**src/verilog/eq_pkg.sv**
```systemverilog
`default_nettype none

package eq_pkg;

    // FFE shape
    localparam int taps     = 4;
    localparam int weight_w = 8;
    localparam int shift_w  = 3;

    // Estimate and accumulator widths
    localparam int est_w = 10;
    localparam int acc_w = 18;

    // Saturation limits of an estimate
    localparam int est_max = (1 << (est_w - 1)) - 1;
    localparam int est_min = -(1 << (est_w - 1));

    // Clocks from input word to output word
    localparam int latency = 4;

    typedef logic signed [weight_w-1:0] weight_t;
    typedef logic        [shift_w-1:0]  shift_t;
    typedef logic signed [est_w-1:0]    est_t;
    typedef logic signed [est_w-1:0]    thresh_t;
    typedef logic signed [acc_w-1:0]    acc_t;

endpackage

`default_nettype wire

```
**src/verilog/lane_pkg.sv**
```systemverilog
`default_nettype none

package lane_pkg;

    // Parallel word format from the ADC
    localparam int lanes  = 8;
    localparam int code_w = 8;

    // One signed ADC code
    typedef logic signed [code_w-1:0] code_t;

    // One slicer decision per lane with lane 0 as the earliest sample
    typedef logic [lanes-1:0] lane_bits_t;

    // Offset of the output window in the two-word bit sequence
    typedef logic [$clog2(lanes)-1:0] align_t;

endpackage

`default_nettype wire
```
**src/verilog/stage_if.sv**
```systemverilog
`timescale 1ns/1ps
`default_nettype none

// One word moving between two pipeline stages
interface stage_if;

    logic                                    valid;
    lane_pkg::code_t  [lane_pkg::lanes-1:0]  codes;
    eq_pkg::est_t     [lane_pkg::lanes-1:0]  est;
    lane_pkg::lane_bits_t                    bits;

    modport src (
        output valid,
        output codes,
        output est,
        output bits
    );

    modport dst (
        input valid,
        input codes,
        input est,
        input bits
    );

endinterface

`default_nettype wire

```
**src/verilog/slicer_stage.sv**
```systemverilog
`timescale 1ns/1ps
`default_nettype none

module slicer_stage (
    input  logic                                    clk,
    input  logic                                    rst_n,
    stage_if.dst                                    in,
    input  eq_pkg::thresh_t [lane_pkg::lanes-1:0]   thresh,
    stage_if.src                                    out
);

    lane_pkg::lane_bits_t bits_next;

    always_comb begin
        for (int i = 0; i < lane_pkg::lanes; i++) begin
            bits_next[i] = $signed(in.est[i]) > $signed(thresh[i]);
        end
    end

    always_ff @(posedge clk) begin
        if (!rst_n) begin
            out.valid <= 1'b0;
            out.codes <= '0;
            out.est   <= '0;
            out.bits  <= '0;
        end else begin
            out.valid <= in.valid;
            if (in.valid) begin
                out.codes <= in.codes;
                out.est   <= in.est;
                out.bits  <= bits_next;
            end
        end
    end

    // Each registered decision matches the estimate it was made from
    for (genvar i = 0; i < lane_pkg::lanes; i++) begin : g_check
        a_decision: assert property (
            @(posedge clk) disable iff (!rst_n)
            $past(rst_n) && $past(in.valid) |->
                out.bits[i] == ($signed($past(in.est[i])) > $signed($past(thresh[i]))))
            else $error("slicer_stage: lane %0d bit %h est %h", i, out.bits[i],
                        $past(in.est[i]));
    end

endmodule

`default_nettype wire

```
**src/flat_wrapper.sv**
```systemverilog
// flat-port wrapper written by rule: the top's interface ports become plain ports
module slicer_stage_flat 
  (clk, rst_n, thresh, in_valid, in_codes, in_est, in_bits, out_valid, out_codes, out_est, out_bits);
  stage_if in_i ();
  stage_if out_i ();
  input  logic clk;
  input  logic rst_n;
  input  eq_pkg::thresh_t [lane_pkg::lanes-1:0] thresh;
  input wire logic [$bits(in_i.valid)-1:0] in_valid;
  input wire logic [$bits(in_i.codes)-1:0] in_codes;
  input wire logic [$bits(in_i.est)-1:0] in_est;
  input wire logic [$bits(in_i.bits)-1:0] in_bits;
  output wire logic [$bits(out_i.valid)-1:0] out_valid;
  output wire logic [$bits(out_i.codes)-1:0] out_codes;
  output wire logic [$bits(out_i.est)-1:0] out_est;
  output wire logic [$bits(out_i.bits)-1:0] out_bits;
  assign in_i.valid = in_valid;
  assign in_i.codes = in_codes;
  assign in_i.est = in_est;
  assign in_i.bits = in_bits;
  assign out_valid = out_i.valid;
  assign out_codes = out_i.codes;
  assign out_est = out_i.est;
  assign out_bits = out_i.bits;
  slicer_stage u_core (.clk(clk), .rst_n(rst_n), .in(in_i), .thresh(thresh), .out(out_i));
endmodule
```
**config.mk**
```make
export PLATFORM = sky130hd
export DESIGN_NAME = slicer_stage_flat
export DESIGN_NICKNAME = d
export VERILOG_FILES = /design/src/verilog/eq_pkg.sv /design/src/verilog/lane_pkg.sv /design/src/verilog/stage_if.sv /design/src/verilog/slicer_stage.sv /design/src/flat_wrapper.sv
export SDC_FILE = /design/constraint.sdc
export NUM_CORES = 1
export LEC_CHECK = 0
export BUFFER_PORTS_ARGS = -buffer_cell sky130_fd_sc_hd__clkbuf_2
export CORE_AREA = 2 2 151 153
export CTS_CLUSTER_SIZE = 30
export DETAILED_ROUTE_END_ITERATION = 16
export DIE_AREA = 0 0 153 155
export SLEW_MARGIN = 20
export SYNTH_ARGS = -nofsm -noshare
export SYNTH_HDL_FRONTEND = slang
export SYNTH_SLANG_ARGS = --single-unit
```
**constraint.sdc**
```tcl
create_clock -name clk -period 2.23 [get_ports clk]
set_clock_uncertainty 0.2 [all_clocks]
set_input_delay 0.446 -clock clk [delete_from_list [all_inputs] [get_ports clk]]
set_output_delay 0.446 -clock clk [all_outputs]
set_load 0.05 [all_outputs]
```
==> impl_metrics.csv <==
group,metric,value,unit
drt,drc,0,
die,start_util,34.7,%
cts,tritoncts,"done",
layout,drive_above_1_share,36.1,%
sta,worst_pin_slew,0.532,ns
drt,wl,21.5,mm
power,power_per_cell_area,733,nW/µm²
setup_path,ff2ff_setup_slack,1.39,ns
die,ios,388,
grt,grt_pass1_wl,33.7,mm
sta,finalCritPeriodShare,82.0,%
cts,ctsHoldBuffers,0,
die,row_count,55,
power,finalPower,7.74,mW
setup_path,critPathMaxFanout,2,
layout,fill_cells,2163,
sta,rsz0062_at_grt,"no",
cts,cts_resized,0,
setup_path,r2r_cells,2,
layout,final_nets,1475,
sta,slew_headroom,64.6,%
sta,fin_crit,1.83,ns
grt,grt_max_degree,145,
grt,grt_overflow,0,
sta,setup_ws,0.401,ns
setup_path,critPathArrivalTime,1.93,ns
cts,post_cts_buffers,0,
yosys,postSynthCellCount,785,
setup_path,rr_startpoint,"u_core.out.codes[28]$_SDFFE_PN0P_",
grt,grt_util_all_layers,17.8,%
grt,antenna_found_initial,0,
sta,setup_tns,0,ns
yosys,yosysUniqueCellTypes,24,
layout,area_growth,37.0,%
layout,diodes,0,
place,place_ws,-0.0151,ns
sta,worst_hold_slack,0.0853,ns
job,maxCapViolCount,0,
place,gp_congestion,0.805,
cts,clock-sinks,153,
setup_path,critPathCaptureType,"flop",
setup_path,critical_path.reg2reg.endpoint,"u_core.out.codes[28]$_SDFFE_PN0P_",
yosys,synthesis.nets,1100,
drt,drtPass1Iterations,4,
place,io_buffer_count,379,
grt,grt_pass1_vias,6657,
drt,ant_nets,0,
run_status,status,"finished clean",
sta,report.final.setup_viol,0,
worst_hold_path,whs_path_depth,3,
cts,clock_tree.root_cell,"clkbuf_16",
cts,htreeDepth,4,
drt,vias_per_cell,4.51,
layout,fin_area,10600,µm²
yosys,yosys_register_bits,153,
yosys,synth_seq_area_share,39.7,%
die,die_h,155,µm
drt,vias,6581,
yosys,synth.avg_cell_area,9.82,µm²
place,dp_hpwl,16.9,mm
sta,drv_slew,0,
setup_path,cp.required,2.33,ns
die,die-area,23700,µm²
power,peakVddDrop,417,µV
cts,cts_made_buffers,17,
drt,routedWlPerCell,14.8,µm
setup_path,startpoint_type,"primary input",
sta,finalHoldViolations,0,
cts,cts_max_path_buffers,2,
power,p_leak,5.76,nW
sta,clock.fmax,547,MHz
cts,path_clk_slew,0.07,ns
worst_hold_path,holdPathEnd,"u_core.out.codes[15]$_SDFFE_PN0P_",
yosys,syn_area,7710,µm²
yosys,ys_warn_count,0,
worst_hold_path,hp-class,"in2reg",
worst_hold_path,min-delay-start,"in_codes[15]",
die,core,22200,µm²
die,die_w,153,µm
cts,clock_latency,0.41,ns
setup_path,setup.worst_path.class,"in2reg",
place,placed_area,9960,µm²
drt,first_iter_violations,184,
-- layer usage --
metal	wire, µm	vias to the layer above	part of all wire (%)	GRT usage [%]
met1	8950	2904	42	20.2
met2	10500	248	49	31.5
li1	-	3406	-	-
met4	382	0	1.8	5.20
met3	1700	23	7.9	6.27
met5	0	-	0	0
-- where the power goes --
part / leakage, nW / total [mW] / internal [mW] / switching, mW
Clock: 0.296 / 3.01 / 1.70 / 1.31
Combinational: 4.19 / 1.75 / 0.619 / 1.13
Sequential: 1.26 / 2.99 / 2.90 / 0.0846
-- how the worst max path moves through the flow --
stage	start	end	slack, ns	cells after the start
floorplan	thresh[67]	u_core.out.bits[6]$_SDFFE_PN0P_	0.15	6
global placement	in_est[67]	u_core.out.bits[6]$_SDFFE_PN0P_	0.03	6
detailed placement	in_est[67]	u_core.out.bits[6]$_SDFFE_PN0P_	-0.02	6
CTS	in_est[67]	u_core.out.bits[6]$_SDFFE_PN0P_	0.42	6
global route	in_est[27]	u_core.out.bits[2]$_SDFFE_PN0P_	0.39	6
finish	in_est[67]	u_core.out.bits[6]$_SDFFE_PN0P_	0.40	6
-- cells in the final DEF (no fill, tap or decap), types with 9 or more instances in the layout --
cell type,n
nand2_1,17
a21o_1,9
nor2b_1,145
clkbuf_2,377
ha_1,80
mux2i_1,144
a21oi_1,30
dfxtp_1,153
inv_1,103
clkbuf_16,17
o21ai_0,9
-- sequential cells by signal, summed over array words and instances (netlist names) --
| register | flops |
|---|---|
| u_core.out.est | 80 |
| u_core.out.codes | 64 |
| u_core.out.valid | 1 |
| u_core.out.bits | 8 |
-- metrics by stage --
stage	utilization, %	instances
after floorplan	-	785
after global placement	44.8	1426
after detailed placement	44.8	1426
after CTS	47.5	1458
after global routing	47.5	1458
final	47.5	1458
-- cell families (layout without fill, tap and decap cells) --
kind of cell / Yosys count / count (layout) / share of synthesized area [%]
AND/OR/NAND/NOR: 200 / 200 / 15.4
adder cells (fa/ha/maj): 80 / 80 / 13.0
flip-flops: 153 / 153 / 39.7
multiplexers: 144 / 144 / 18.7
buffers and inverters: 136 / 524 / 6.86
AO/OA/AOI/OAI: 72 / 72 / 6.38
-- synth_stat cells, drive strengths merged --
library cell / number / area share, %
o211ai: 5 / 0.49
buf: 15 / 0.97
a21o: 10 / 0.99
a2111o: 2 / 0.29
mux2i: 144 / 19
ha: 80 / 13
inv: 103 / 5.0
clkbuf: 18 / 0.88
o21ai: 9 / 0.58
a21oi: 30 / 1.9
nor4: 6 / 0.49
a221o: 8 / 1.0
nor3: 8 / 0.52
and4: 2 / 0.24
dfxtp: 153 / 40
nor2b: 145 / 12
nand3: 8 / 0.52
nand4: 8 / 0.65
nand2: 17 / 0.83
a32o: 8 / 1.0
nor2: 5 / 0.24
nor3b: 1 / 0.097
-- area by class of cell --
cell class	instances	area, µm²	share of cell area, %
clock buffer	17	425	4.03
clock inverter	15	178	1.68
multi-input combinational	496	4120	39.0
tap	285	357	3.38
timing repair buffer	389	2030	19.3
inverter	103	387	3.66
sequential	153	3060	29.0
-- critical path: stages --
cell,delay (ns)
clkbuf_2,0.09
ha_1,0.30
a21o_1,0.18
a2111o_1,0.41
a221o_1,0.28
a32o_1,0.22
(Power assumes the default switching activity.)
