--- src/verilog/eq_pkg.sv ---
`default_nettype none

package eq_pkg;

    // FFE shape
    localparam int taps     = 4;
    localparam int weight_w = 8;
    localparam int shift_w  = 3;

    // Estimate and accumulator widths
    localparam int est_w = 10;
    localparam int acc_w = 18;

    // Saturation limits of an estimate
    localparam int est_max = (1 << (est_w - 1)) - 1;
    localparam int est_min = -(1 << (est_w - 1));

    // Clocks from input word to output word
    localparam int latency = 4;

    typedef logic signed [weight_w-1:0] weight_t;
    typedef logic        [shift_w-1:0]  shift_t;
    typedef logic signed [est_w-1:0]    est_t;
    typedef logic signed [est_w-1:0]    thresh_t;
    typedef logic signed [acc_w-1:0]    acc_t;

endpackage

`default_nettype wire

--- src/verilog/lane_pkg.sv ---
`default_nettype none

package lane_pkg;

    // Parallel word format from the ADC
    localparam int lanes  = 8;
    localparam int code_w = 8;

    // One signed ADC code
    typedef logic signed [code_w-1:0] code_t;

    // One slicer decision per lane with lane 0 as the earliest sample
    typedef logic [lanes-1:0] lane_bits_t;

    // Offset of the output window in the two-word bit sequence
    typedef logic [$clog2(lanes)-1:0] align_t;

endpackage

`default_nettype wire
--- src/verilog/stage_if.sv ---
`timescale 1ns/1ps
`default_nettype none

// One word moving between two pipeline stages
interface stage_if;

    logic                                    valid;
    lane_pkg::code_t  [lane_pkg::lanes-1:0]  codes;
    eq_pkg::est_t     [lane_pkg::lanes-1:0]  est;
    lane_pkg::lane_bits_t                    bits;

    modport src (
        output valid,
        output codes,
        output est,
        output bits
    );

    modport dst (
        input valid,
        input codes,
        input est,
        input bits
    );

endinterface

`default_nettype wire

--- src/verilog/bit_aligner.sv ---
`timescale 1ns/1ps
`default_nettype none

module bit_aligner (
    input  logic                                  clk,
    input  logic                                  rst_n,
    stage_if.dst                                  in,
    input  lane_pkg::align_t                      align_pos,
    output logic                                  out_valid,
    output lane_pkg::code_t [lane_pkg::lanes-1:0] out_codes,
    output eq_pkg::est_t    [lane_pkg::lanes-1:0] out_est,
    output lane_pkg::lane_bits_t                  out_bits
);

    // Last valid slicer word
    lane_pkg::lane_bits_t prev_bits;

    // Previous word in positions 0 to 7, current word above it
    logic [2*lane_pkg::lanes-1:0] bit_seq;

    assign bit_seq = {in.bits, prev_bits};

    always_ff @(posedge clk) begin
        if (!rst_n) begin
            out_valid <= 1'b0;
            out_codes <= '0;
            out_est   <= '0;
            out_bits  <= '0;
            prev_bits <= '0;
        end else begin
            out_valid <= in.valid;
            if (in.valid) begin
                out_codes <= in.codes;
                out_est   <= in.est;
                out_bits  <= bit_seq[align_pos +: lane_pkg::lanes];
                prev_bits <= in.bits;
            end
        end
    end

    property p_valid_known;
        @(posedge clk) disable iff (!rst_n)
        !$isunknown(out_valid);
    endproperty

    a_valid_known: assert property (p_valid_known)
        else $error("bit_aligner: out_valid unknown %h", out_valid);

endmodule

`default_nettype wire

--- src/flat_wrapper.sv ---
// flat-port wrapper written by rule: the top's interface ports become plain ports
module bit_aligner_flat 
  (clk, rst_n, align_pos, out_valid, out_codes, out_est, out_bits, in_valid, in_codes, in_est, in_bits);
  stage_if in_i ();
  input  logic clk;
  input  logic rst_n;
  input  lane_pkg::align_t align_pos;
  output logic out_valid;
  output lane_pkg::code_t [lane_pkg::lanes-1:0] out_codes;
  output eq_pkg::est_t    [lane_pkg::lanes-1:0] out_est;
  output lane_pkg::lane_bits_t out_bits;
  input wire logic [$bits(in_i.valid)-1:0] in_valid;
  input wire logic [$bits(in_i.codes)-1:0] in_codes;
  input wire logic [$bits(in_i.est)-1:0] in_est;
  input wire logic [$bits(in_i.bits)-1:0] in_bits;
  assign in_i.valid = in_valid;
  assign in_i.codes = in_codes;
  assign in_i.est = in_est;
  assign in_i.bits = in_bits;
  bit_aligner u_core (.clk(clk), .rst_n(rst_n), .in(in_i), .align_pos(align_pos), .out_valid(out_valid), .out_codes(out_codes), .out_est(out_est), .out_bits(out_bits));
endmodule
--- config.mk ---
export PLATFORM = sky130hd
export DESIGN_NAME = bit_aligner_flat
export DESIGN_NICKNAME = d
export VERILOG_FILES = /design/src/verilog/eq_pkg.sv /design/src/verilog/lane_pkg.sv /design/src/verilog/stage_if.sv /design/src/verilog/bit_aligner.sv /design/src/flat_wrapper.sv
export SDC_FILE = /design/constraint.sdc
export NUM_CORES = 1
export LEC_CHECK = 0
export BUFFER_PORTS_ARGS = -buffer_cell sky130_fd_sc_hd__buf_2
export CAP_MARGIN = 10
export CORE_MARGIN = 5
export CORE_UTILIZATION = 49
export CTS_CLUSTER_SIZE = 14
export DETAILED_ROUTE_END_ITERATION = 6
export PLACE_DENSITY = 0.89
export SETUP_SLACK_MARGIN = 0.4
export SLEW_MARGIN = 20
export SYNTH_ARGS = -nofsm -noshare
export SYNTH_HDL_FRONTEND = slang
export SYNTH_SLANG_ARGS = --single-unit
--- constraint.sdc ---
create_clock -name clk -period 2.2 [get_ports clk]
set_input_delay 0.11 -clock clk [delete_from_list [all_inputs] [get_ports clk]]
set_output_delay 0.11 -clock clk [all_outputs]
set_load 0.01 [all_outputs]
==> flow_summary_export.csv <==
group,metric,value,unit
status,outcome,"complete, no violations",
cells_and_area,area_delta_synth_final,59.0,%
route,first_pass_iters,6,
worst_hold_path,hold_depth,3,
setup_path,worstPathMaxFanout,4,
clock_network,cts.path.max_buffers,2,
clock_network,cts-root-buf,"clkbuf_16",
place,finalWeightedCongestion,0.797,
timing,holdWs,16.3,ps
yosys,synthCells,551,
clock_network,tritoncts,"built",
place,dp_slack,842,ps
floorplan,dieArea,15300,um^2
yosys,ys_seq_area_frac,0.510,
timing,fin_tns_setup,0,ps
cells_and_area,antenna_cells,0,
floorplan,core,12600,um^2
place,numPortBuffers,310,
yosys,synth_top_area_share,0.510,
clock_network,clk_latency,410,ps
setup_path,path_class,"reg2reg",
clock_network,cts-resized-gates,0,
timing,max_clock_freq,763,MHz
route,via_per_inst,5.06,
power_and_ir_drop,switching_share,0.248,
cells_and_area,final_util,0.797,
yosys,synth_area_leader_cell,"dfxtp_1",
setup_path,end_kind,"flop",
grt,grt_use_total,0.293,
yosys,synth_fp_nets,709,
power_and_ir_drop,pwr-share-seq,0.436,
clock_network,cts_made_buffers,17,
floorplan,start_util,0.501,
power_and_ir_drop,p_int,5.53,mW
route,detail-route-antenna-nets,0,
place,place_hpwl,12.3,mm
clock_network,clk_pin_slew_worst_paths,60,ps
setup_path,reg2reg_from,"u_core.prev_bits[7]",
route,drtIter0Drc,390,
timing,hold_violations,0,
timing,skew,4.74,ps
floorplan,die_h,124,um
clock_network,cts.htree.levels,4,
timing,setup_ws,890,ps
power_and_ir_drop,p_clk_frac,0.402,
yosys,yosysMostFrequentCell,"mux2i_1",
setup_path,crit_arrival,1650,ps
setup_path,cpMaxStageDelayCell,"mux4_2",
yosys,ys_warn_count,0,
setup_path,rrSetupSlack,890,ps
yosys,synth_flop_cell,"dfxtp_1",
setup_path,critical-path-top-delay-family,"multiplexers",
timing,finalCritPeriodShare,0.595,
yosys,netlist_area,6320,um^2
worst_hold_path,min-delay-start,"in_codes[29]",
yosys,yosys-top-cells-area,"dfxtp_1 (51%), mux2i_1 (26%), nor2b_1 (15%), mux4_2 (1.4%), buf_2 (1.2%)",
route,vias,5962,
setup_path,cp.buffers_inverters,0,
route,drc,0,
power_and_ir_drop,ir_worst_vdd,518,uV
timing,min_period,1310,ps
flow_run,drv_cap,0,
timing,slew_headroom,0.541,
grt,antenna_found_initial,0,
floorplan,die_x,124,um
grt,grt_pass1_vias,6423,
grt,grt_max_degree,84,
route,wl_per_cell,19.5,um
floorplan,ios,311,
yosys,synth_edf_count,0,
power_and_ir_drop,power.switching,1.82,mW
timing,report.final.slew_viol_count,0,
setup_path,max_stage_delay,500,ps
yosys,synthArstFlopShare,0,
power_and_ir_drop,leakagePower,4.97,nW
setup_path,startpoint_type,"flop",
timing,setup_violations,0,
timing,rsz0062_at_grt,"no",
grt,grt_pass1_wl,34.4,mm
cells_and_area,final_nets,1152,
clock_network,clock_sinks,161,
cells_and_area,drive_gt1_frac,0.353,
setup_path,critPathRequiredTime,2540,ps
floorplan,fp-row-count,41,
yosys,synth.distinct_cells,19,
yosys,avgSynthCellArea,11.5,um^2
route,routed_wl,23.0,mm
setup_path,path_cells,"mux2i_1 > mux4_2 > a21oi_1",
worst_hold_path,hold_path_class,"in2reg",
worst_hold_path,holdPathEnd,"u_core.out_codes[29]",
power_and_ir_drop,combPwrFrac,0.162,
yosys,synth-seq-cells,161,
setup_path,crit-reg2reg-capture,"u_core.out_bits[3]",
power_and_ir_drop,cellPowerDensity,731,nW/um^2
setup_path,rr_worst_depth,3,
timing,tightestPinTransition,689,ps
power_and_ir_drop,p_total,7.35,mW
grt,gr-total-overflow,0,
yosys,ys_top_cells_by_count,"mux2i_1 (162), dfxtp_1 (161), nor2b_1 (155)",
-- kinds of logic (layout without fill, tap and decap cells) --
family,after synthesis,count (layout),synth area share
simple gates,158,158,0.156
mux,174,174,0.285
compound gates,18,18,0.0174
buf+inv,40,496,0.0313
flops,161,161,0.510
-- power by group through the flow --
stage               clock network (mW)  logic [mW]  registers (mW)
floorplan                            0       0.436            3.32
global placement                     0       0.895            3.23
detailed placement                   0       0.922            3.24
CTS                               2.97        1.13            3.18
global route                      3.11        1.27            3.22
finish                            2.96        1.19            3.20
-- flip-flops by register name, indices dropped and copies added (netlist names) --
| name | count |
|---|---|
| u_core.out_bits | 8 |
| u_core.prev_bits | 8 |
| u_core.out_codes | 64 |
| u_core.out_valid | 1 |
| u_core.out_est | 80 |
-- cell usage in the layout (no fill, tap or decap), drive strengths merged --
cell type and count:
nand3b 1, nor2b 155, nand3 1, o21ai 6
o221ai 2, clkinv 2, clkinvlp 3, and2 1
mux2 8, o22ai 2, dfxtp 161, a211oi 4
dlygate4sd3 146, clkbuf 25, a21oi 4, inv 1
buf 317, mux2i 162, bufinv 2, mux4 4
-- worst min-delay path: cells and delay by family --
family | cells | cell delay (ps)
buffers and inverters | 1 | 80
multiplexers | 1 | 60
AND/OR/NAND/NOR | 1 | 130
-- worst max-delay path by stage --
stage                                     to           startpoint  cells after the start  slack [ps]
after floorplan           u_core.out_bits[2]         align_pos[0]                      5        1030
after detailed placement  u_core.out_bits[2]         align_pos[0]                      4         840
after global routing      u_core.out_bits[3]  u_core.prev_bits[7]                      3         810
final                     u_core.out_bits[3]  u_core.prev_bits[7]                      3         890
after CTS                 u_core.out_bits[3]  u_core.prev_bits[7]                      3         910
after global placement    u_core.out_bits[1]         align_pos[0]                      4         920
-- through the flow --
| stage | instance area [um^2] | cells |
|---|---|---|
| after floorplan | 6320 | 551 |
| after global placement | 8000 | 1001 |
| after detailed placement | 8000 | 1001 |
| after CTS | 10100 | 1179 |
| after global routing | 10100 | 1179 |
| final | 10100 | 1179 |
-- final cells by class --
class	count	area (um^2)
Clock buffer	24	492
Clock inverter	8	101
Fill cell	674	2570
Multi-Input combinational cell	350	2900
Sequential cell	161	3220
Tap cell	172	215
Timing Repair Buffer	464	3120
-- routing by layer --
metal | vias to the layer above | part of all wire | track usage
li1 | 2744 | - | -
met1 | 2786 | 0.36 | 0.302
met2 | 332 | 0.50 | 0.525
met3 | 100 | 0.080 | 0.0763
met4 | 0 | 0.059 | 0.186
met5 | - | 0 | 0
-- repair_timing --
action,CTS,global route
hold endpoints to repair,146,0
hold buffers,146,0
buffers inserted,0,0
No activity file was read; power rests on OpenSTA's default activity.
