===== config.mk =====
export PLATFORM = sky130hd
export DESIGN_NAME = code_history_flat
export DESIGN_NICKNAME = d
export VERILOG_FILES = /design/src/verilog/eq_pkg.sv /design/src/verilog/lane_pkg.sv /design/src/verilog/stage_if.sv /design/src/verilog/code_history.sv /design/src/flat_wrapper.sv
export SDC_FILE = /design/constraint.sdc
export NUM_CORES = 1
export LEC_CHECK = 0
export ABC_AREA = 0
export BUFFER_PORTS_ARGS = -buffer_cell sky130_fd_sc_hd__buf_2
export CAP_MARGIN = 5
export CORE_ASPECT_RATIO = 1.4
export CORE_MARGIN = 5
export CORE_UTILIZATION = 46
export CTS_BUF_LIST = sky130_fd_sc_hd__clkbuf_4 sky130_fd_sc_hd__clkbuf_8 sky130_fd_sc_hd__clkbuf_16
export DETAILED_ROUTE_END_ITERATION = 16
export HOLD_SLACK_MARGIN = 0.12
export PLACE_DENSITY = 0.86
export SYNTH_ARGS = -nofsm -noshare
export SYNTH_HDL_FRONTEND = slang
export SYNTH_SLANG_ARGS = --single-unit

===== constraint.sdc =====
create_clock -name clk -period 1 [get_ports clk]
set_input_delay 0.05 -clock clk [delete_from_list [all_inputs] [get_ports clk]]
set_output_delay 0.05 -clock clk [all_outputs]
set_load 0.01 [all_outputs]

===== src/verilog/eq_pkg.sv =====
`default_nettype none

package eq_pkg;

    // FFE shape
    localparam int taps     = 4;
    localparam int weight_w = 8;
    localparam int shift_w  = 3;

    // Estimate and accumulator widths
    localparam int est_w = 10;
    localparam int acc_w = 18;

    // Saturation limits of an estimate
    localparam int est_max = (1 << (est_w - 1)) - 1;
    localparam int est_min = -(1 << (est_w - 1));

    // Clocks from input word to output word
    localparam int latency = 4;

    typedef logic signed [weight_w-1:0] weight_t;
    typedef logic        [shift_w-1:0]  shift_t;
    typedef logic signed [est_w-1:0]    est_t;
    typedef logic signed [est_w-1:0]    thresh_t;
    typedef logic signed [acc_w-1:0]    acc_t;

endpackage

`default_nettype wire


===== src/verilog/lane_pkg.sv =====
`default_nettype none

package lane_pkg;

    // Parallel word format from the ADC
    localparam int lanes  = 8;
    localparam int code_w = 8;

    // One signed ADC code
    typedef logic signed [code_w-1:0] code_t;

    // One slicer decision per lane with lane 0 as the earliest sample
    typedef logic [lanes-1:0] lane_bits_t;

    // Offset of the output window in the two-word bit sequence
    typedef logic [$clog2(lanes)-1:0] align_t;

endpackage

`default_nettype wire

===== src/verilog/stage_if.sv =====
`timescale 1ns/1ps
`default_nettype none

// One word moving between two pipeline stages
interface stage_if;

    logic                                    valid;
    lane_pkg::code_t  [lane_pkg::lanes-1:0]  codes;
    eq_pkg::est_t     [lane_pkg::lanes-1:0]  est;
    lane_pkg::lane_bits_t                    bits;

    modport src (
        output valid,
        output codes,
        output est,
        output bits
    );

    modport dst (
        input valid,
        input codes,
        input est,
        input bits
    );

endinterface

`default_nettype wire


===== src/verilog/code_history.sv =====
`timescale 1ns/1ps
`default_nettype none

module code_history (
    input  logic                                 clk,
    input  logic                                 rst_n,
    input  logic                                 in_valid,
    input  lane_pkg::code_t [lane_pkg::lanes-1:0] in_codes,
    stage_if.src                                 out,
    output lane_pkg::code_t [lane_pkg::lanes-1:0] prev_codes
);

    // Codes of the last valid output word
    lane_pkg::code_t [lane_pkg::lanes-1:0] last_codes;

    // Estimates and decisions are filled further down
    assign out.est  = '0;
    assign out.bits = '0;

    always_ff @(posedge clk) begin
        if (!rst_n) begin
            out.valid  <= 1'b0;
            out.codes  <= '0;
            prev_codes <= '0;
        end else begin
            out.valid <= in_valid;
            // Bubbles leave the history untouched
            if (in_valid) begin
                out.codes  <= in_codes;
                prev_codes <= out.codes;
            end
        end
    end

    always_ff @(posedge clk) begin
        if (!rst_n) begin
            last_codes <= '0;
        end else if (out.valid) begin
            last_codes <= out.codes;
        end
    end

    // A valid word sees the last valid word as its history across any bubbles
    property p_history_follows;
        @(posedge clk) disable iff (!rst_n)
        out.valid |-> prev_codes == last_codes;
    endproperty

    a_history_follows: assert property (p_history_follows)
        else $error("code_history: prev_codes %h does not match last word %h",
                    prev_codes, last_codes);

endmodule

`default_nettype wire


===== src/flat_wrapper.sv =====
// flat-port wrapper written by rule: the top's interface ports become plain ports
module code_history_flat 
  (clk, rst_n, in_valid, in_codes, prev_codes, out_valid, out_codes, out_est, out_bits);
  stage_if out_i ();
  input  logic clk;
  input  logic rst_n;
  input  logic in_valid;
  input  lane_pkg::code_t [lane_pkg::lanes-1:0] in_codes;
  output lane_pkg::code_t [lane_pkg::lanes-1:0] prev_codes;
  output wire logic [$bits(out_i.valid)-1:0] out_valid;
  output wire logic [$bits(out_i.codes)-1:0] out_codes;
  output wire logic [$bits(out_i.est)-1:0] out_est;
  output wire logic [$bits(out_i.bits)-1:0] out_bits;
  assign out_valid = out_i.valid;
  assign out_codes = out_i.codes;
  assign out_est = out_i.est;
  assign out_bits = out_i.bits;
  code_history u_core (.clk(clk), .rst_n(rst_n), .in_valid(in_valid), .in_codes(in_codes), .out(out_i), .prev_codes(prev_codes));
endmodule

==> results.yml, run 1 <==
status:
  status: "complete, no violations"
cells_and_area:
  nFillCells: 932
  multi_input_area_um2: 2420
  final_layout_size_suffix_gt1_frac: 0.363
  area_growth_pct: 35.7
  finalNonFillerCells: 936
  regArea_um2: 2640
  nNetsFinal: 839
die:
  initial_utilization: 0.463
  die_h_um: 141
  die-area_um2: 14600
  io_pins: 284
  rows: 48
  die_width_um: 104
  core_um2: 12200
synthesis:
  ys_warn_count: 0
  synth-seq-cells: 129
  synth.distinct_cells: 11
  synthFlopType: "dfxtp_1"
  synth-adder-area-share: 0
  synth-edff-count: 0
  synth_simple_gate_area_frac: 0.143
  synthMuxAreaShare: 0.227
  synthesis.instances: 504
  yosys.area.top_type: "dfxtp_1"
  synth_xor_area_frac: 0
  synthTopCellsByCount: "dfxtp_1, mux2i_1, nor2b_1"
  synth_top_area_frac: 0.457
  synth-compound-area-share: 0
  yosysMostFrequentCell: "dfxtp_1"
  synthesis.area_um2: 5650
  syn_area_per_cell_um2: 11.2
  async_flop_share: 0
  ys_seq_area_frac: 0.457
  synth_top_family_by_area: "multiplexers"
  synth_area_leaders: "dfxtp_1, mux2i_1, nor2b_1, buf_4, buf_12"
pwr:
  pwr_density_cell_nw_per_um2: 1720
  irDropWorstVdd_uv: 1330
  p_leak_uw: 0.00389
routing:
  antenna_left: 0
  wl_per_cell_um: 14.4
  drt_iter0_markers: 95
  vias: 4086
  dr.pass1.iters: 4
  finalWirelength_um: 13500
  drc: 0
  vias_per_cell: 4.37
critical_path:
  crit_type: "reg -> out"
  cp_num_cells: 1
  cp_cell_sequence: "buf_2"
  reg2reg_slack_ns: 0.27
  crit_fanout: 3
  worst_path_dominant_cell_family: "flip-flops"
  cp_data_required_time_ns: 0.95
  crit_buf_inv: 1
  worstRegToRegCells: 2
  crit_path_top_delay_cell: "dfxtp_1"
  crit_path_start_kind: "register"
  crit_arrival_ns: 0.92
  cpPeakStageDelay_ns: 0.36
  cp-end-kind: "output pin"
clocking:
  cts_setup_buffers: 0
  numCtsBuffers: 17
  clock_latency_ns: 0.40
  root_buffer: "clkbuf_16"
  clkSinkCount: 129
  cts_buffer_depth: 2
  cts-htree-levels: 4
  cts_tree: "built"
  path_clk_slew_ns: 0.06
worst_hold_path:
  hold_path_class: "in -> reg"
  hold_depth: 3
timing:
  setup_viol: 0
  period_minus_slack_ns: 0.971
  clock.fmax_mhz: 1030
  hold_viol_final: 0
  setup_tns_ns: 0
  timing.final.crit_share: 0.971
  finalMaxSlewViolations: 0
  clock_skew_ns: 0.00533
placement:
  hpwl_um: 8670
  port_buffers: 195
  dp_cells: 837
  gp_congestion: 0.743
grt:
  grt_usage: 0.179
  grt_overflow: 0
  antenna_found_initial: 0
  grt_pass1_wl_um: 21600
  grt_max_degree: 71
  grt_pass1_vias: 4324
job:
  maxCapViolCount: 0
cell type report:
class                      instances  share of cell area
antenna                            1            0.000326
clock buffer                      17              0.0555
clock inverter                    15              0.0194
multi-input combinational        345               0.315
sequential                       129               0.344
tap                              150              0.0245
timing repair buffer             279               0.241
logic make-up (layout without fill, tap and decap cells):
group	after synthesis	in the layout
mux	128	128
other cells	1	89
buf+inv	117	311
flops	129	129
simple gates	129	129
final timing paths:
kind                                                    startpoint                            endpoint
worst min register to register  u_core.prev_codes[20]$_SDFFE_PN0P_  u_core.prev_codes[20]$_SDFFE_PN0P_
worst max-delay path             u_core.out.codes[50]$_SDFFE_PN0P_                       out_codes[50]
worst min-delay path                                         rst_n   u_core.out.codes[58]$_SDFFE_PN0P_
worst max register to register   u_core.out.codes[60]$_SDFFE_PN0P_   u_core.out.codes[60]$_SDFFE_PN0P_
flip-flops by register name, summed over array words and instances (netlist names):
name / cells
u_core.prev_codes: 64
u_core.out.codes: 64
u_core.out.valid: 1
cells in the final DEF (no fill, tap or decap), types with 2 or more instances in the layout:
| master | netlist | layout |
|---|---|---|
| buf_12 | 11 | 5 |
| buf_2 | 1 | 192 |
| buf_4 | 90 | 15 |
| clkbuf_16 | 0 | 17 |
| clkinv_4 | 0 | 4 |
| clkinvlp_4 | 0 | 2 |
| conb_1 | 1 | 88 |
| dfxtp_1 | 129 | 89 |
| dfxtp_2 | 0 | 38 |
| dfxtp_4 | 0 | 2 |
| dlygate4sd3_1 | 0 | 66 |
| inv_6 | 0 | 6 |
| mux2i_1 | 128 | 128 |
| nor2b_1 | 128 | 128 |
worst min-delay path: stages:
cell and delay, ns:
buf_2 0.13, buf_12 0.18, nor2b_1 0.15
repair_timing:
action	in CTS	in global routing
endpoints found under the hold margin	67	3
resized for setup	7	37
hold buffers	65	2
setup endpoints to repair	6	39
per-stage QoR:
step	setup WS, ns	utilization	hold WS [ns]	total power, µW	instance area (µm²)
after floorplan	0.198	-	0.219	6860	5980
after global placement	0.115	0.522	0.303	7040	6370
after detailed placement	0.0681	0.522	0.315	7070	6370
after CTS	0.00111	0.624	0.136	13300	7600
after global routing	-0.00143	0.629	0.145	13800	7660
final	0.0290	0.629	0.149	13200	7670
per-layer routing:
layer | share of wire | GRT usage
met2 | 0.52 | 0.313
met3 | 0.084 | 0.0660
met5 | 0 | 0
met4 | 0.022 | 0.0764
met1 | 0.37 | 0.194
report_power, final:
| group | switching, µW | internal (µW) | total, µW |
|---|---|---|---|
| clock network | 2460 | 3490 | 5960 |
| registers | 168 | 5400 | 5570 |
| logic | 818 | 832 | 1650 |
Note: power is estimated with default switching activity, not from simulation.
==> run 2, diff against run 1 <==
--- a/config.mk
+++ b/config.mk
@@ -10,11 +10,11 @@
 export CAP_MARGIN = 5
 export CORE_ASPECT_RATIO = 1.4
 export CORE_MARGIN = 5
-export CORE_UTILIZATION = 46
+export CORE_UTILIZATION = 41
 export CTS_BUF_LIST = sky130_fd_sc_hd__clkbuf_4 sky130_fd_sc_hd__clkbuf_8 sky130_fd_sc_hd__clkbuf_16
 export DETAILED_ROUTE_END_ITERATION = 16
 export HOLD_SLACK_MARGIN = 0.12
-export PLACE_DENSITY = 0.86
+export PLACE_DENSITY = 0.81
 export SYNTH_ARGS = -nofsm -noshare
 export SYNTH_HDL_FRONTEND = slang
 export SYNTH_SLANG_ARGS = --single-unit
==> constraint.sdc (replaced) <==
create_clock -name clk -period 0.8 [get_ports clk]
set_input_delay 0.04 -clock clk [delete_from_list [all_inputs] [get_ports clk]]
set_output_delay 0.04 -clock clk [all_outputs]
set_load 0.01 [all_outputs]
==> results.yml, run 2 (synthesis results as in run 1) <==
critical_path:
  crit_arrival_ns: 0.87
  cp_data_required_time_ns: 0.76
  crit_fanout: 2
  crit_buf_inv: 1
  crit_type: "reg -> out"
  worst_path_dominant_cell_family: "flip-flops"
  crit_path_start_kind: "register"
  cp-end-kind: "output pin"
  cpPeakStageDelay_ns: 0.36
  cp_cell_sequence: "buf_6"
  crit_path_top_delay_cell: "dfxtp_2"
  worstRegToRegCells: 3
  cp_num_cells: 1
pwr:
  p_leak_uw: 0.00438
  pwr_density_cell_nw_per_um2: 1840
  irDropWorstVdd_uv: 1270
placement:
  port_buffers: 195
  gp_congestion: 0.755
  hpwl_um: 8330
  dp_cells: 864
die:
  core_um2: 13500
  die_width_um: 109
  rows: 50
  io_pins: 284
  initial_utilization: 0.420
  die_h_um: 149
  die-area_um2: 16300
grt:
  antenna_found_initial: 0
  grt_pass1_vias: 4762
  grt_usage: 0.187
  grt_max_degree: 74
  gr-usage-met2: 0.347
  grt_pass1_wl_um: 24100
  grt_busiest_layer: "met2"
  grt_overflow: 0
  use_met3: 0.0658
  met1_usage: 0.189
routing:
  drc: 0
  vias_per_cell: 4.32
  finalWirelength_um: 16100
  antenna_left: 0
  vias: 4452
  wl_per_cell_um: 15.6
  drt_iter0_markers: 130
  dr.pass1.iters: 4
job:
  maxCapViolCount: 0
clocking:
  path_clk_slew_ns: 0.06
  clkSinkCount: 129
  cts_tree: "built"
  clock_latency_ns: 0.41
  root_buffer: "clkbuf_16"
  cts-htree-levels: 4
  cts_buffer_depth: 2
  numCtsBuffers: 17
cells_and_area:
  top_regs: "u_core.out.codes x64, u_core.prev_codes x64, u_core.out.valid x1"
  final_layout_size_suffix_gt1_frac: 0.524
  num_antenna_cells: 0
  nFillCells: 888
  finalNonFillerCells: 1030
  area_growth_pct: 62.8
  multi_input_area_um2: 2440
  final_common_cell: "buf_6"
  most-common-layout-cells: "buf_6, nor2b_1, dfxtp_2"
  regArea_um2: 2750
  nNetsFinal: 903
  post-route-util: 0.684
worst_hold_path:
  hold_depth: 3
  hold_path_class: "in -> reg"
timing:
  period_minus_slack_ns: 0.910
  layout_setup_ws_ns: -0.110
  finalMaxSlewViolations: 0
  clock_skew_ns: 0.00945
  setup_viol: 136
  hold_viol_final: 0
  timing.final.crit_share: 1.14
  clock.fmax_mhz: 1100
  rsz0062_at_grt: "yes"
status:
  status: "finished with violations"
  violations: "setup timing"
## run 2: cell types whose count changed in the layout (fill, tap and decap cells not counted), moves of 6 or more
cell     delta
mux2i_1     -6
mux2i_2     +6
dfxtp_1    -88
dfxtp_2    +89
buf_6     +161
buf_2     -126
buf_4      +31
## run 2: path summary, 6_finish.rpt
check	startpoint	endpoint	slack, ns
max	u_core.out.codes[35]$_SDFFE_PN0P_	out_codes[35]	-0.11
min	rst_n	u_core.prev_codes[7]$_SDFFE_PN0P_	0.12
max reg2reg	u_core.out.codes[59]$_SDFFE_PN0P_	u_core.prev_codes[59]$_SDFFE_PN0P_	-0.04
min reg2reg	u_core.prev_codes[8]$_SDFFE_PN0P_	u_core.prev_codes[8]$_SDFFE_PN0P_	0.52
## run 2: power breakdown
part	internal (µW)	switching, µW	leakage, µW
registers	6800	267	0.00111
logic	1640	1170	0.00301
clock network	4080	2970	0.000258
total	12500	4400	0.00438
## run 2: metal layers
| metal | vias up | part of all wire |
|---|---|---|
| met5 | - | 0 |
| met4 | 0 | 0.030 |
| met3 | 37 | 0.076 |
| met2 | 202 | 0.53 |
| met1 | 2082 | 0.36 |
| li1 | 2131 | - |
## run 2: layout make-up
cell class,instances,share of cell area
sequential,129,0.298
clock buffer,18,0.0477
timing repair buffer,343,0.352
multi-input combinational,345,0.265
clock inverter,13,0.0113
tap,182,0.0248
## run 2: tightest hold or removal path, stage by stage
cell     delay (ns)
buf_2          0.13
buf_12         0.17
nor2b_1        0.14
## run 2: per-stage QoR
stage                     total power, µW  area (µm²)  setup WS [ns]  hold WS, ns  TNS [ns]
after floorplan                      8570        5980        0.00759        0.209         0
after global placement               8790        6370        -0.0254        0.293    -0.344
final                               16900        9200         -0.110        0.124    -11.10
after CTS                           16800        8970         -0.119        0.121    -12.33
after global routing                17600        9200         -0.147        0.124    -16.56
after detailed placement             8810        6370        -0.0491        0.302     -1.29
## run 2: what timing repair did
item | CTS | global route
endpoints found under the hold margin | 64 | 0
endpoints found under the setup margin | 129 | 185
buffers inserted | 60 | 11
gates resized for setup | 258 | 40
hold buffers | 64 | 0
pin swaps | 0 | 0
